File: src/source/hdr_mem_pkg.sv
package hdr_mem_pkg;

	typedef logic [127:0] ram_word_t;	// Eight pixels, lane 0 in the low bits.
	typedef logic [24:0] ram_addr_t;
	typedef logic [2:0] frame_slot_t;	// Valid codes 0 to 5.
	typedef logic [1:0] exposure_t;	// 0 low, 1 mid, 2 high.

	function automatic exposure_t slot_exposure(frame_slot_t slot);
		return exposure_t'(slot % 3);
	endfunction

	function automatic logic slot_bank(frame_slot_t slot);
		return (slot >= 3'd3);
	endfunction

	// Word address of one exposure in a bank.
	function automatic ram_addr_t slot_address(logic bank, exposure_t exposure,
			int unsigned frame_words, ram_addr_t index);
		int unsigned base;
		base = (bank * 3 + exposure) * frame_words;
		return ram_addr_t'(base) + index;
	endfunction

endpackage

File: src/source/hdr_pixel_pkg.sv
package hdr_pixel_pkg;

	// Camera pixel layout.
	// red   : bits 7 to 3
	// green : bits 2 to 0, then bits 15 to 13
	// blue  : bits 12 to 8
	typedef logic [15:0] pixel_t;

	typedef logic [2:0] lane_t;	// Lane 0 is word bits 15 to 0.
	typedef logic [7:0] hdr_channel_t;

	typedef enum logic [2:0] {
		IDLE,
		READ_A,
		WAIT_A,
		READ_B,
		WAIT_B,
		EMIT
	} seq_state_t;

	localparam int PIXEL_BITS = 16;

endpackage

File: src/source/exposure_pixel_if.sv
`timescale 1ns/100ps

interface exposure_pixel_if;
	import hdr_pixel_pkg::*;

	logic valid;
	pixel_t px_low;
	pixel_t px_mid;
	pixel_t px_high;

	modport source (
		output valid,
		output px_low,
		output px_mid,
		output px_high
	);

	modport sink (
		input valid,
		input px_low,
		input px_mid,
		input px_high
	);
endinterface

File: src/source/hdr_read_sequencer.sv
`timescale 1ns/100ps

module hdr_read_sequencer #(
	parameter int unsigned FRAME_WORDS = 153600
) (
	input logic clk,
	input logic rst_n,
	input logic hdr_en,
	input logic frame_done,
	input logic camera_wr_req,
	input logic rd_valid,
	input logic ram_busy,
	input hdr_mem_pkg::frame_slot_t last_frame,
	input logic lane_last,
	output logic rd_req,
	output hdr_mem_pkg::ram_addr_t rd_address,
	output logic load,
	output hdr_mem_pkg::exposure_t load_exposure,
	output logic lane_run,
	output logic busy
);
	import hdr_mem_pkg::*;
	import hdr_pixel_pkg::*;

	seq_state_t state;
	frame_slot_t slot;	// Latched on frame_done.
	ram_addr_t word_idx;
	exposure_t cam_exp;
	exposure_t exp_a;
	exposure_t exp_b;
	exposure_t rd_exp;
	logic accept;
	logic issue;

	assign cam_exp = slot_exposure(slot);
	assign exp_a = (cam_exp == 2'd0) ? 2'd1 : 2'd0;	// Lower of the other two.
	assign exp_b = (cam_exp == 2'd2) ? 2'd1 : 2'd2;
	assign rd_exp = (state == READ_B) ? exp_b : exp_a;

	assign accept = (state == IDLE) && hdr_en && camera_wr_req;
	assign issue = ((state == READ_A) || (state == READ_B)) && hdr_en && !ram_busy;

	assign rd_req = issue;	// Never while the RAM is busy.
	assign rd_address = slot_address(slot_bank(slot), rd_exp, FRAME_WORDS, word_idx);

	// Read returns only. The buffer takes camera words itself into load_exposure.
	assign load = ((state == WAIT_A) || (state == WAIT_B)) && rd_valid;

	always_comb begin
		case (state)
			READ_A, WAIT_A: load_exposure = exp_a;
			READ_B, WAIT_B: load_exposure = exp_b;
			default: load_exposure = cam_exp;	// Camera word slot.
		endcase
	end

	assign lane_run = (state == EMIT);
	assign busy = (state != IDLE);

	always_ff @(posedge clk) begin
		if (!rst_n) begin
			slot <= '0;
			word_idx <= '0;
		end else if (frame_done) begin
			slot <= last_frame;
			word_idx <= '0;
		end else if (lane_run && lane_last) begin
			word_idx <= word_idx + 1'b1;	// Next camera word.
		end
	end

	always_ff @(posedge clk) begin
		if (!rst_n) begin
			state <= IDLE;
		end else begin
			case (state)
				IDLE: begin
					if (accept)
						state <= READ_A;
				end
				READ_A: begin
					if (issue)
						state <= WAIT_A;
				end
				WAIT_A: begin
					if (rd_valid)
						state <= READ_B;
				end
				READ_B: begin
					if (issue)
						state <= WAIT_B;
				end
				WAIT_B: begin
					if (rd_valid)
						state <= EMIT;
				end
				EMIT: begin
					if (lane_last)
						state <= IDLE;
				end
				default: state <= IDLE;
			endcase
		end
	end

endmodule

File: src/source/lane_counter.sv
`timescale 1ns/100ps

module lane_counter (
	input logic clk,
	input logic rst_n,
	input logic lane_run,
	output hdr_pixel_pkg::lane_t lane,
	output logic lane_last
);

	always_ff @(posedge clk) begin
		if (!rst_n)
			lane <= '0;
		else if (lane_run)
			lane <= lane + 1'b1;	// Wraps from 7 to 0.
		else
			lane <= '0;
	end

	assign lane_last = (lane == 3'd7);

endmodule

File: src/source/exposure_buffer.sv
`timescale 1ns/100ps

module exposure_buffer (
	input logic clk,
	input logic rst_n,
	input logic load,
	input hdr_mem_pkg::exposure_t load_exposure,
	input logic camera_wr_req,
	input hdr_mem_pkg::ram_word_t camera_data,
	input hdr_mem_pkg::ram_word_t rd_data,
	input logic lane_run,
	input hdr_pixel_pkg::lane_t lane,
	exposure_pixel_if.source pix
);
	import hdr_mem_pkg::*;
	import hdr_pixel_pkg::*;

	ram_word_t words [3];	// Indexed by exposure.
	logic [6:0] lane_lsb;

	assign lane_lsb = {lane, 4'b0000};

	// A read return wins over a camera word in the same cycle.
	// Outside EMIT, load_exposure points at the camera slot or at a read
	// still pending, which its return then overwrites.
	always_ff @(posedge clk) begin
		if (load)
			words[load_exposure] <= rd_data;
		else if (camera_wr_req && !lane_run)
			words[load_exposure] <= camera_data;
	end

	always_ff @(posedge clk) begin
		if (!rst_n)
			pix.valid <= 1'b0;
		else
			pix.valid <= lane_run;
	end

	always_ff @(posedge clk) begin
		if (lane_run) begin
			pix.px_low <= words[0][lane_lsb +: PIXEL_BITS];
			pix.px_mid <= words[1][lane_lsb +: PIXEL_BITS];
			pix.px_high <= words[2][lane_lsb +: PIXEL_BITS];
		end
	end

endmodule

File: src/source/exposure_merge.sv
`timescale 1ns/100ps

module exposure_merge (
	input logic clk,
	input logic rst_n,
	exposure_pixel_if.sink pix,
	output logic pixel_valid,
	output hdr_pixel_pkg::hdr_channel_t hdr_red,
	output hdr_pixel_pkg::hdr_channel_t hdr_green,
	output hdr_pixel_pkg::hdr_channel_t hdr_blue
);
	import hdr_pixel_pkg::*;

	function automatic logic [4:0] red_of(pixel_t p);
		return p[7:3];
	endfunction

	function automatic logic [5:0] green_of(pixel_t p);
		return {p[2:0], p[15:13]};	// Split field.
	endfunction

	function automatic logic [4:0] blue_of(pixel_t p);
		return p[12:8];
	endfunction

	logic s1_valid;
	logic [4:0] red_s1 [3];	// Low, mid, high.
	logic [5:0] green_s1 [3];
	logic [4:0] blue_s1 [3];

	always_ff @(posedge clk) begin
		if (!rst_n) begin
			s1_valid <= 1'b0;
			pixel_valid <= 1'b0;
		end else begin
			s1_valid <= pix.valid;
			pixel_valid <= s1_valid;
		end
	end

	// Stage 1, unpack.
	always_ff @(posedge clk) begin
		red_s1[0] <= red_of(pix.px_low);
		red_s1[1] <= red_of(pix.px_mid);
		red_s1[2] <= red_of(pix.px_high);
		green_s1[0] <= green_of(pix.px_low);
		green_s1[1] <= green_of(pix.px_mid);
		green_s1[2] <= green_of(pix.px_high);
		blue_s1[0] <= blue_of(pix.px_low);
		blue_s1[1] <= blue_of(pix.px_mid);
		blue_s1[2] <= blue_of(pix.px_high);
	end

	// Stage 2, sum. Largest green sum is 189, so no overflow.
	always_ff @(posedge clk) begin
		hdr_red <= hdr_channel_t'(red_s1[0]) + hdr_channel_t'(red_s1[1])
			+ hdr_channel_t'(red_s1[2]);
		hdr_green <= hdr_channel_t'(green_s1[0]) + hdr_channel_t'(green_s1[1])
			+ hdr_channel_t'(green_s1[2]);
		hdr_blue <= hdr_channel_t'(blue_s1[0]) + hdr_channel_t'(blue_s1[1])
			+ hdr_channel_t'(blue_s1[2]);
	end

endmodule

File: src/source/hdr_image_top.sv
`timescale 1ns/100ps

module hdr_image_top #(
	parameter int unsigned FRAME_WORDS = 153600
) (
	input logic clk,
	input logic rst_n,
	input logic hdr_en,
	input logic frame_done,
	input hdr_mem_pkg::frame_slot_t last_frame,
	input logic camera_wr_req,
	input hdr_mem_pkg::ram_word_t camera_data,
	input hdr_mem_pkg::ram_word_t rd_data,
	input logic rd_valid,
	input logic ram_busy,
	output logic rd_req,
	output hdr_mem_pkg::ram_addr_t rd_address,
	output logic busy,
	output logic pixel_valid,
	output hdr_pixel_pkg::hdr_channel_t hdr_red,
	output hdr_pixel_pkg::hdr_channel_t hdr_green,
	output hdr_pixel_pkg::hdr_channel_t hdr_blue
);
	import hdr_mem_pkg::*;
	import hdr_pixel_pkg::*;

	logic load;
	exposure_t load_exposure;
	logic lane_run;
	lane_t lane;
	logic lane_last;

	exposure_pixel_if pix_if ();

	hdr_read_sequencer #(
		.FRAME_WORDS (FRAME_WORDS)
	) u_sequencer (
		.clk (clk),
		.rst_n (rst_n),
		.hdr_en (hdr_en),
		.frame_done (frame_done),
		.camera_wr_req (camera_wr_req),
		.rd_valid (rd_valid),
		.ram_busy (ram_busy),
		.last_frame (last_frame),
		.lane_last (lane_last),
		.rd_req (rd_req),
		.rd_address (rd_address),
		.load (load),
		.load_exposure (load_exposure),
		.lane_run (lane_run),
		.busy (busy)
	);

	lane_counter u_lane_counter (
		.clk (clk),
		.rst_n (rst_n),
		.lane_run (lane_run),
		.lane (lane),
		.lane_last (lane_last)
	);

	exposure_buffer u_buffer (
		.clk (clk),
		.rst_n (rst_n),
		.load (load),
		.load_exposure (load_exposure),
		.camera_wr_req (camera_wr_req),
		.camera_data (camera_data),
		.rd_data (rd_data),
		.lane_run (lane_run),
		.lane (lane),
		.pix (pix_if.source)
	);

	exposure_merge u_merge (
		.clk (clk),
		.rst_n (rst_n),
		.pix (pix_if.sink),
		.pixel_valid (pixel_valid),
		.hdr_red (hdr_red),
		.hdr_green (hdr_green),
		.hdr_blue (hdr_blue)
	);

endmodule

File: config.mk
export PLATFORM = sky130hd
export DESIGN_NAME = hdr_image_top
export DESIGN_NICKNAME = d
export VERILOG_FILES = /design/src/source/hdr_mem_pkg.sv /design/src/source/hdr_pixel_pkg.sv /design/src/source/exposure_pixel_if.sv /design/src/source/hdr_read_sequencer.sv /design/src/source/lane_counter.sv /design/src/source/exposure_buffer.sv /design/src/source/exposure_merge.sv /design/src/source/hdr_image_top.sv
export SDC_FILE = /design/constraint.sdc
export NUM_CORES = 1
export LEC_CHECK = 0
export BUFFER_PORTS_ARGS = -buffer_cell sky130_fd_sc_hd__buf_2
export CORE_UTILIZATION = 34
export DETAILED_ROUTE_END_ITERATION = 10
export PLACE_DENSITY = 0.51
export SLEW_MARGIN = 0
export SYNTH_ARGS = -nofsm -noshare
export SYNTH_HDL_FRONTEND = slang
export SYNTH_SLANG_ARGS = --single-unit
File: constraint.sdc
create_clock -name clk -period 18.46 [get_ports clk]
set_clock_uncertainty 0.05 [all_clocks]
set_input_delay 3.692 -clock clk [delete_from_list [all_inputs] [get_ports clk]]
set_output_delay 3.692 -clock clk [all_outputs]
set_load 0.005 [all_outputs]
Word level (Yosys, flattened, before mapping) --
Memory sizes are Yosys's and may differ from the RTL's. Cells that the tools add are included. W data, S select, Z words.
Operators by class: add/sub/neg operators 10, multiply operators 2, div/mod/pow operators 1, order comparisons 1, eq/ne operators 13, shift operators 3, muxes and demuxes 17, bitwise gates (word level) 2, reductions and logical operators 19
Operators with widths (number):
- $shiftx A128 B8 Y16 | 3
- $mux W128 | 1
- $mod A3 B2 Y32 const B | 1
- $mul A32 B7 Y14 const B | 1
- $add A25 B1 Y25 const B | 1
- $add A25 B25 Y25 | 1
- $mux W3 | 6
- $pmux W3 S6 | 1
- $add A5 B5 Y6 | 2
- $ne A2 B2 Y1 const B | 5
- $eq A3 B3 Y1 const B | 3
- $add A8 B5 Y8 | 1
- $add A8 B6 Y8 | 1
- $add A6 B5 Y7 | 1
- $add A6 B6 Y7 | 1
- $logic_and A1 B1 Y1 | 7
- $eq A3 B2 Y1 const B | 2
- $mux W1 | 6
- $reduce_and A6 Y1 | 1
- $reduce_or A2 Y1 | 3
- $add A3 B2 Y4 | 1
- $mux W2 | 2
- $pmux W2 S2 | 1
- $add A3 B1 Y3 const B | 1
- 13 further kinds | 15
Word-level totals: register bits after elaboration 108, RAM bits 432, bits of input ports 266, output and inout bits 52, memories kept 4
Memories:
- u_buffer.words | words 3, bits a word 128, read ports 3, clocked after memory_dff 0, wr ports 1, line exposure_buffer.sv:18 | ram_word_t words [3];
- u_merge.green_s1 | words 3, bits a word 6, read ports 3, clocked after memory_dff 0, wr ports 3, line exposure_merge.sv:28 | logic [5:0] green_s1 [3];
- u_merge.blue_s1 | words 3, bits a word 5, read ports 3, clocked after memory_dff 0, wr ports 3, line exposure_merge.sv:29 | logic [4:0] blue_s1 [3];
- u_merge.red_s1 | words 3, bits a word 5, read ports 3, clocked after memory_dff 0, wr ports 3, line exposure_merge.sv:27 | logic [4:0] red_s1 [3];

Logic depth before layout (Yosys ltp) --
word-level depth 7, mapped depth 23, depth with buffers taken out 22

Modules after synthesis --
Synthesis repeated with hierarchy kept, for this count alone.
Second synthesis, totals: cell total of the unflattened synthesis 1253, area total of the unflattened synthesis 22880.7 um^2
Modules (own cells, without submodules):
- exposure_buffer | instances 1, cells an instance 755, area an instance 17707.0 um^2, seq. area each 12992.5 um^2
- hdr_read_sequencer | instances 1, cells an instance 318, area an instance 2658.8 um^2, seq. area each 620.6 um^2
- exposure_merge | instances 1, cells an instance 172, area an instance 2408.6 um^2, seq. area each 1441.4 um^2
- lane_counter | instances 1, cells an instance 8, area an instance 106.4 um^2, seq. area each 60.1 um^2

Least setup slack after synthesis --
Ideal clock, no wire load.
path type input to register, from in rd_valid, to mem u_buffer.words[1][0] (netlist name) (enable), setup time 0.658 ns, arrival time 10.277 ns, data required time 17.752 ns, setup slack 7.475 ns, stages on the path 4, cells stage by stage o211a_1 a2bb2oi_1 nand3_1 a21oi_1
Between the ends: cells in the longest elaborated chain, start to end 4, elaborated cells on any way between the ends 6, classes of those cells mux (4); bitwise (1); reduce/logical (1)
RTL lines:
- from (decl) | line hdr_image_top.sv:14 | input logic rd_valid,
- $logic_and A1 B1 Y1 (*) | line hdr_read_sequencer.sv:47 | assign load = ((state == WAIT_A) || (state == WAIT_B)) && rd_valid;
- $mux W1 | line exposure_buffer.sv:27 | if (load)
- $mux W1, on equally long branches | line exposure_buffer.sv:28, exposure_buffer.sv:30
- $or A1 B1 Y1 (no source line) (*)
- to (decl) | line exposure_buffer.sv:18
Mark *: on every way between the ends. The rest lies on a longest branch, timed or not.

Worst setup path in the final report --
from reg u_sequencer.slot[2], to out rd_address[24]
Between the ends: cells in the longest elaborated chain, start to end 7, elaborated cells on any way between the ends 11, classes of those cells add/sub (2); mul (2); div (1); order compare (1); eq/ne (1); mux (3); reduce/logical (1)
RTL lines:
- from (decl) | line hdr_read_sequencer.sv:26 | frame_slot_t slot;
- from (signal assigned) | line hdr_read_sequencer.sv:65 | slot <= last_frame;
- $mod A3 B2 Y32 | line hdr_mem_pkg.sv:9 | return exposure_t'(slot % 3);
- $eq A2 B2 Y1 or $logic_not A2 Y1 (tied branches) | line hdr_read_sequencer.sv:37, hdr_read_sequencer.sv:36
- $mux W2 or $mux W1 (tied branches) | line hdr_read_sequencer.sv:37, hdr_read_sequencer.sv:36
- $mux W2 | line hdr_read_sequencer.sv:38 | assign rd_exp = (state == READ_B) ? exp_b : exp_a;
- $add A3 B2 Y4 (*) | line hdr_mem_pkg.sv:20 | base = (bank * 3 + exposure) * frame_words;
- $mul A32 B7 Y14 (*) | line hdr_mem_pkg.sv:20
- $add A25 B25 Y25 (*) | line hdr_mem_pkg.sv:21 | return ram_addr_t'(base) + index;
- to (decl) | line hdr_image_top.sv:17 | output hdr_mem_pkg::ram_addr_t rd_address,
Marked as above.

==> results.sh <==
export IMPL_status="complete, no violations"
export IMPL_cp_data_required_time_ps=14720
export IMPL_ir_worst_vdd_v=0.0000727
export IMPL_wl_per_cell_um=19.0
export IMPL_rsz0062_at_grt="no"
export IMPL_grt_antenna_before_repair=5
export IMPL_crit_arrival_ps=5570
export IMPL_firstDrtPassIters=7
export IMPL_die_h_um=260
export IMPL_post_cts_resized=0
export IMPL_netlist_instances=1277
export IMPL_grt_pass1_wl_um=72200
export IMPL_drt_iter0_markers=450
export IMPL_holdPathEnd="u_merge.red_s1[0][8]"
export IMPL_cts_num_sinks=539
export IMPL_synth_top_area_share=0.575
export IMPL_gr_total_overflow=0
export IMPL_hp_class="reg2reg"
export IMPL_synth_edf_count=432
export IMPL_ys_seq_area_frac=0.670
export IMPL_rrSetupSlack_ps=14160
export IMPL_dieArea_sq_um=67400
export IMPL_synth_most_common_cell="edfxtp_1"
export IMPL_drv_cap=0
export IMPL_period_minus_slack_ps=9310
export IMPL_wl_um=47700
export IMPL_nFillCells=5930
export IMPL_syn_cell_area_sq_um=22600
export IMPL_cts_root_buffer="clkbuf_16"
export IMPL_hold_slack_ps=285
export IMPL_power_density_nw_per_um2=101
export IMPL_fin_tns_setup_ps=0
export IMPL_cts_setup_buffers=0
export IMPL_worst_pin_slew_ps=1060
export IMPL_hold_viol=0
export IMPL_htreeDepth=2
export IMPL_final_nets=1930
export IMPL_port_buffers=315
export IMPL_period_share=0.504
export IMPL_dr_wl_met3_um=2210
export IMPL_viasPerCell=4.74
export IMPL_synth_cell_type_count=66
export IMPL_ys_flop_type="edfxtp_1"
export IMPL_cts_buffers=58
export IMPL_ys_top_cells_by_count="432 x edfxtp_1, 162 x mux2_2, 107 x dfxtp_1"
export IMPL_wl_met1_um=20700
export IMPL_clk_path_buf_depth=3
export IMPL_die_w_um=260
export IMPL_synth_top_area_cell="edfxtp_1"
export IMPL_setup_viol=0
export IMPL_worstSetupStartpointType="flip-flop"
export IMPL_cp_max_fo=8
export IMPL_r2r_start="u_sequencer.slot[1]"
export IMPL_grt_pass1_vias=12600
export IMPL_clock_latency_ps=620
export IMPL_grt_max_degree=70
export IMPL_gp_congestion=0.781
export IMPL_io_pin_count=318
export IMPL_synth_avg_cell_area_sq_um=17.7
export IMPL_critPathCaptureType="output pin"
export IMPL_layout_drive_gt1_share=0.417
export IMPL_cts_tree="done"
export IMPL_ff2ff_path_depth=9
export IMPL_leakage_uw=0.00962
export IMPL_wl_met2_um=23700
export IMPL_max_freq_ghz=0.107
export IMPL_max_slew_margin=0.295
export IMPL_hold_depth=0
export IMPL_vias=11900
export IMPL_synthTopCellsByArea="edfxtp_1 58%, mux4_2 9.6%, dfxtp_1 9.5%, mux2_2 8.1%, ha_1 2.8%"
export IMPL_r2r_end="u_buffer.words[0][64]"
export IMPL_start_util=0.343
export IMPL_track_usage=0.142
export IMPL_worstSetupPathType="reg2out"
export IMPL_area_growth_pct=19.2
export IMPL_clkTransAtPathRegs_ps=60
export IMPL_highest_layer="met4"
export IMPL_multi_input_area_sq_um=7040
export IMPL_drtAntennaViolNets=0
export IMPL_ys_ff_latch=539
export IMPL_ys_warn_count=0
export IMPL_place_hpwl_um=32400
export IMPL_ctsHoldBuffers=0
export IMPL_hp_start="u_buffer.pix.px_mid[6]"
export IMPL_drcViolationCount=0
export IMPL_async_reset_ff_frac=0
export IMPL_coreArea_sq_um=65700
export IMPL_num_rows=94
export IMPL_maxSlewViolCount=0
export IMPL_area_sequential_sq_um=15100
[final cells by class]
cell class	instances	area share
multi-input cells	650	0.262
diodes	1	0.0000931
clock buffers	69	0.0555
clock inverters	39	0.0141
flip-flops and latches	539	0.563
repair buffers	327	0.0620
inverters	26	0.00363
well taps	864	0.0402
[stage by stage]
step           setup slack, ps  cell area [sq um]   util  power [uW]  std cells
6_report                  9150              26900  0.409        2710       2515
5_1_grt                   8780              26900  0.409        2820       2514
4_1_cts                   9140              26900  0.409        2760       2514
3_5_place_dp              9810              25000  0.380        1610       2406
3_3_place_gp             10040              25000  0.380        1600       2406
2_1_floorplan             7470              22600      -        1540       1278
[worst max-delay path by stage]
| stage | startpoint | endpoint | slack [ps] | depth (start not counted) |
|---|---|---|---|---|
| detailed placement | u_sequencer.slot[2] | rd_address[24] | 9810 | 20 |
| floorplan | rd_valid | u_buffer.words[1][0] | 7470 | 4 |
| global placement | u_sequencer.slot[2] | rd_address[18] | 10040 | 17 |
| finish | u_sequencer.slot[2] | rd_address[24] | 9150 | 21 |
| CTS | u_sequencer.slot[2] | rd_address[24] | 9140 | 20 |
| global route | u_sequencer.slot[2] | rd_address[24] | 8780 | 20 |
[sequential cells by signal, indices dropped and copies added (netlist names), 7 cells and up]
signal	count
u_merge.green_s1	18
u_merge.red_s1	15
u_buffer.pix.px_mid	16
u_merge.blue_s1	15
u_merge.hdr_blue	7
u_buffer.pix.px_high	16
u_buffer.pix.px_low	16
u_buffer.words	384
u_merge.hdr_red	7
u_merge.hdr_green	8
u_sequencer.word_idx	25
[worst max-delay path, stage by stage (launching register included)]
cell	delay [ps]
dfxtp_1	480
nor2b_1	130
ha_1	280
or2_2	330
o21ai_0	230
ha_1	180
inv_1	50
fa_1	550
inv_1	140
ha_1	300
ha_1	250
ha_1	230
a21oi_1	130
nor2b_1	60
o21ai_0	320
ha_1	320
a211oi_1	360
o21ai_0	150
o21a_1	140
nand3_1	100
xnor2_1	120
buf_2	130
[where the power goes]
part / switching, uW / total (uW) / internal, uW
Combinational: 98.5 / 177 / 78.2
Clock: 481 / 1130 / 650
Sequential: 14.1 / 1400 / 1390
[cell usage in the layout, fill, tap and decap left out, drive strengths merged, types with 4 or more instances in the layout]
cell,synthesis,final
inv,26,27
fa,12,12
xnor2,26,26
nand3,22,22
o21a,7,7
dfxtp,107,107
edfxtp,432,432
o21ai,14,14
mux4,96,96
nand2,32,32
clkbuf,18,69
nor2b,12,12
nor2,44,44
a21oi,29,29
clkinv,0,28
nand4,12,12
and3,7,7
and2,4,4
mux2i,4,4
buf,45,327
xor2,28,28
a21o,10,10
ha,50,50
o211ai,7,7
mux2,176,176
a211oi,4,4
clkinvlp,0,5
bufinv,0,5
or4,4,4
nor3,8,8
[cells by family after synthesis]
logic type      Yosys count  share of synthesized area
other cells               1                   0.000166
buf+inv                  89                     0.0188
mux                     276                      0.186
simple gates            166                     0.0391
xor+xnor                 54                     0.0210
flops                   539                      0.670
fa+ha+maj                62                     0.0384
compound gates           90                     0.0270
[metal layers]
metal,track usage,vias to the layer above
met5,0,-
met3,0.0240,80
li1,-,5636
met1,0.183,5898
met2,0.241,306
met4,0.0464,0
Note: power is estimated with default switching activity, not from simulation.
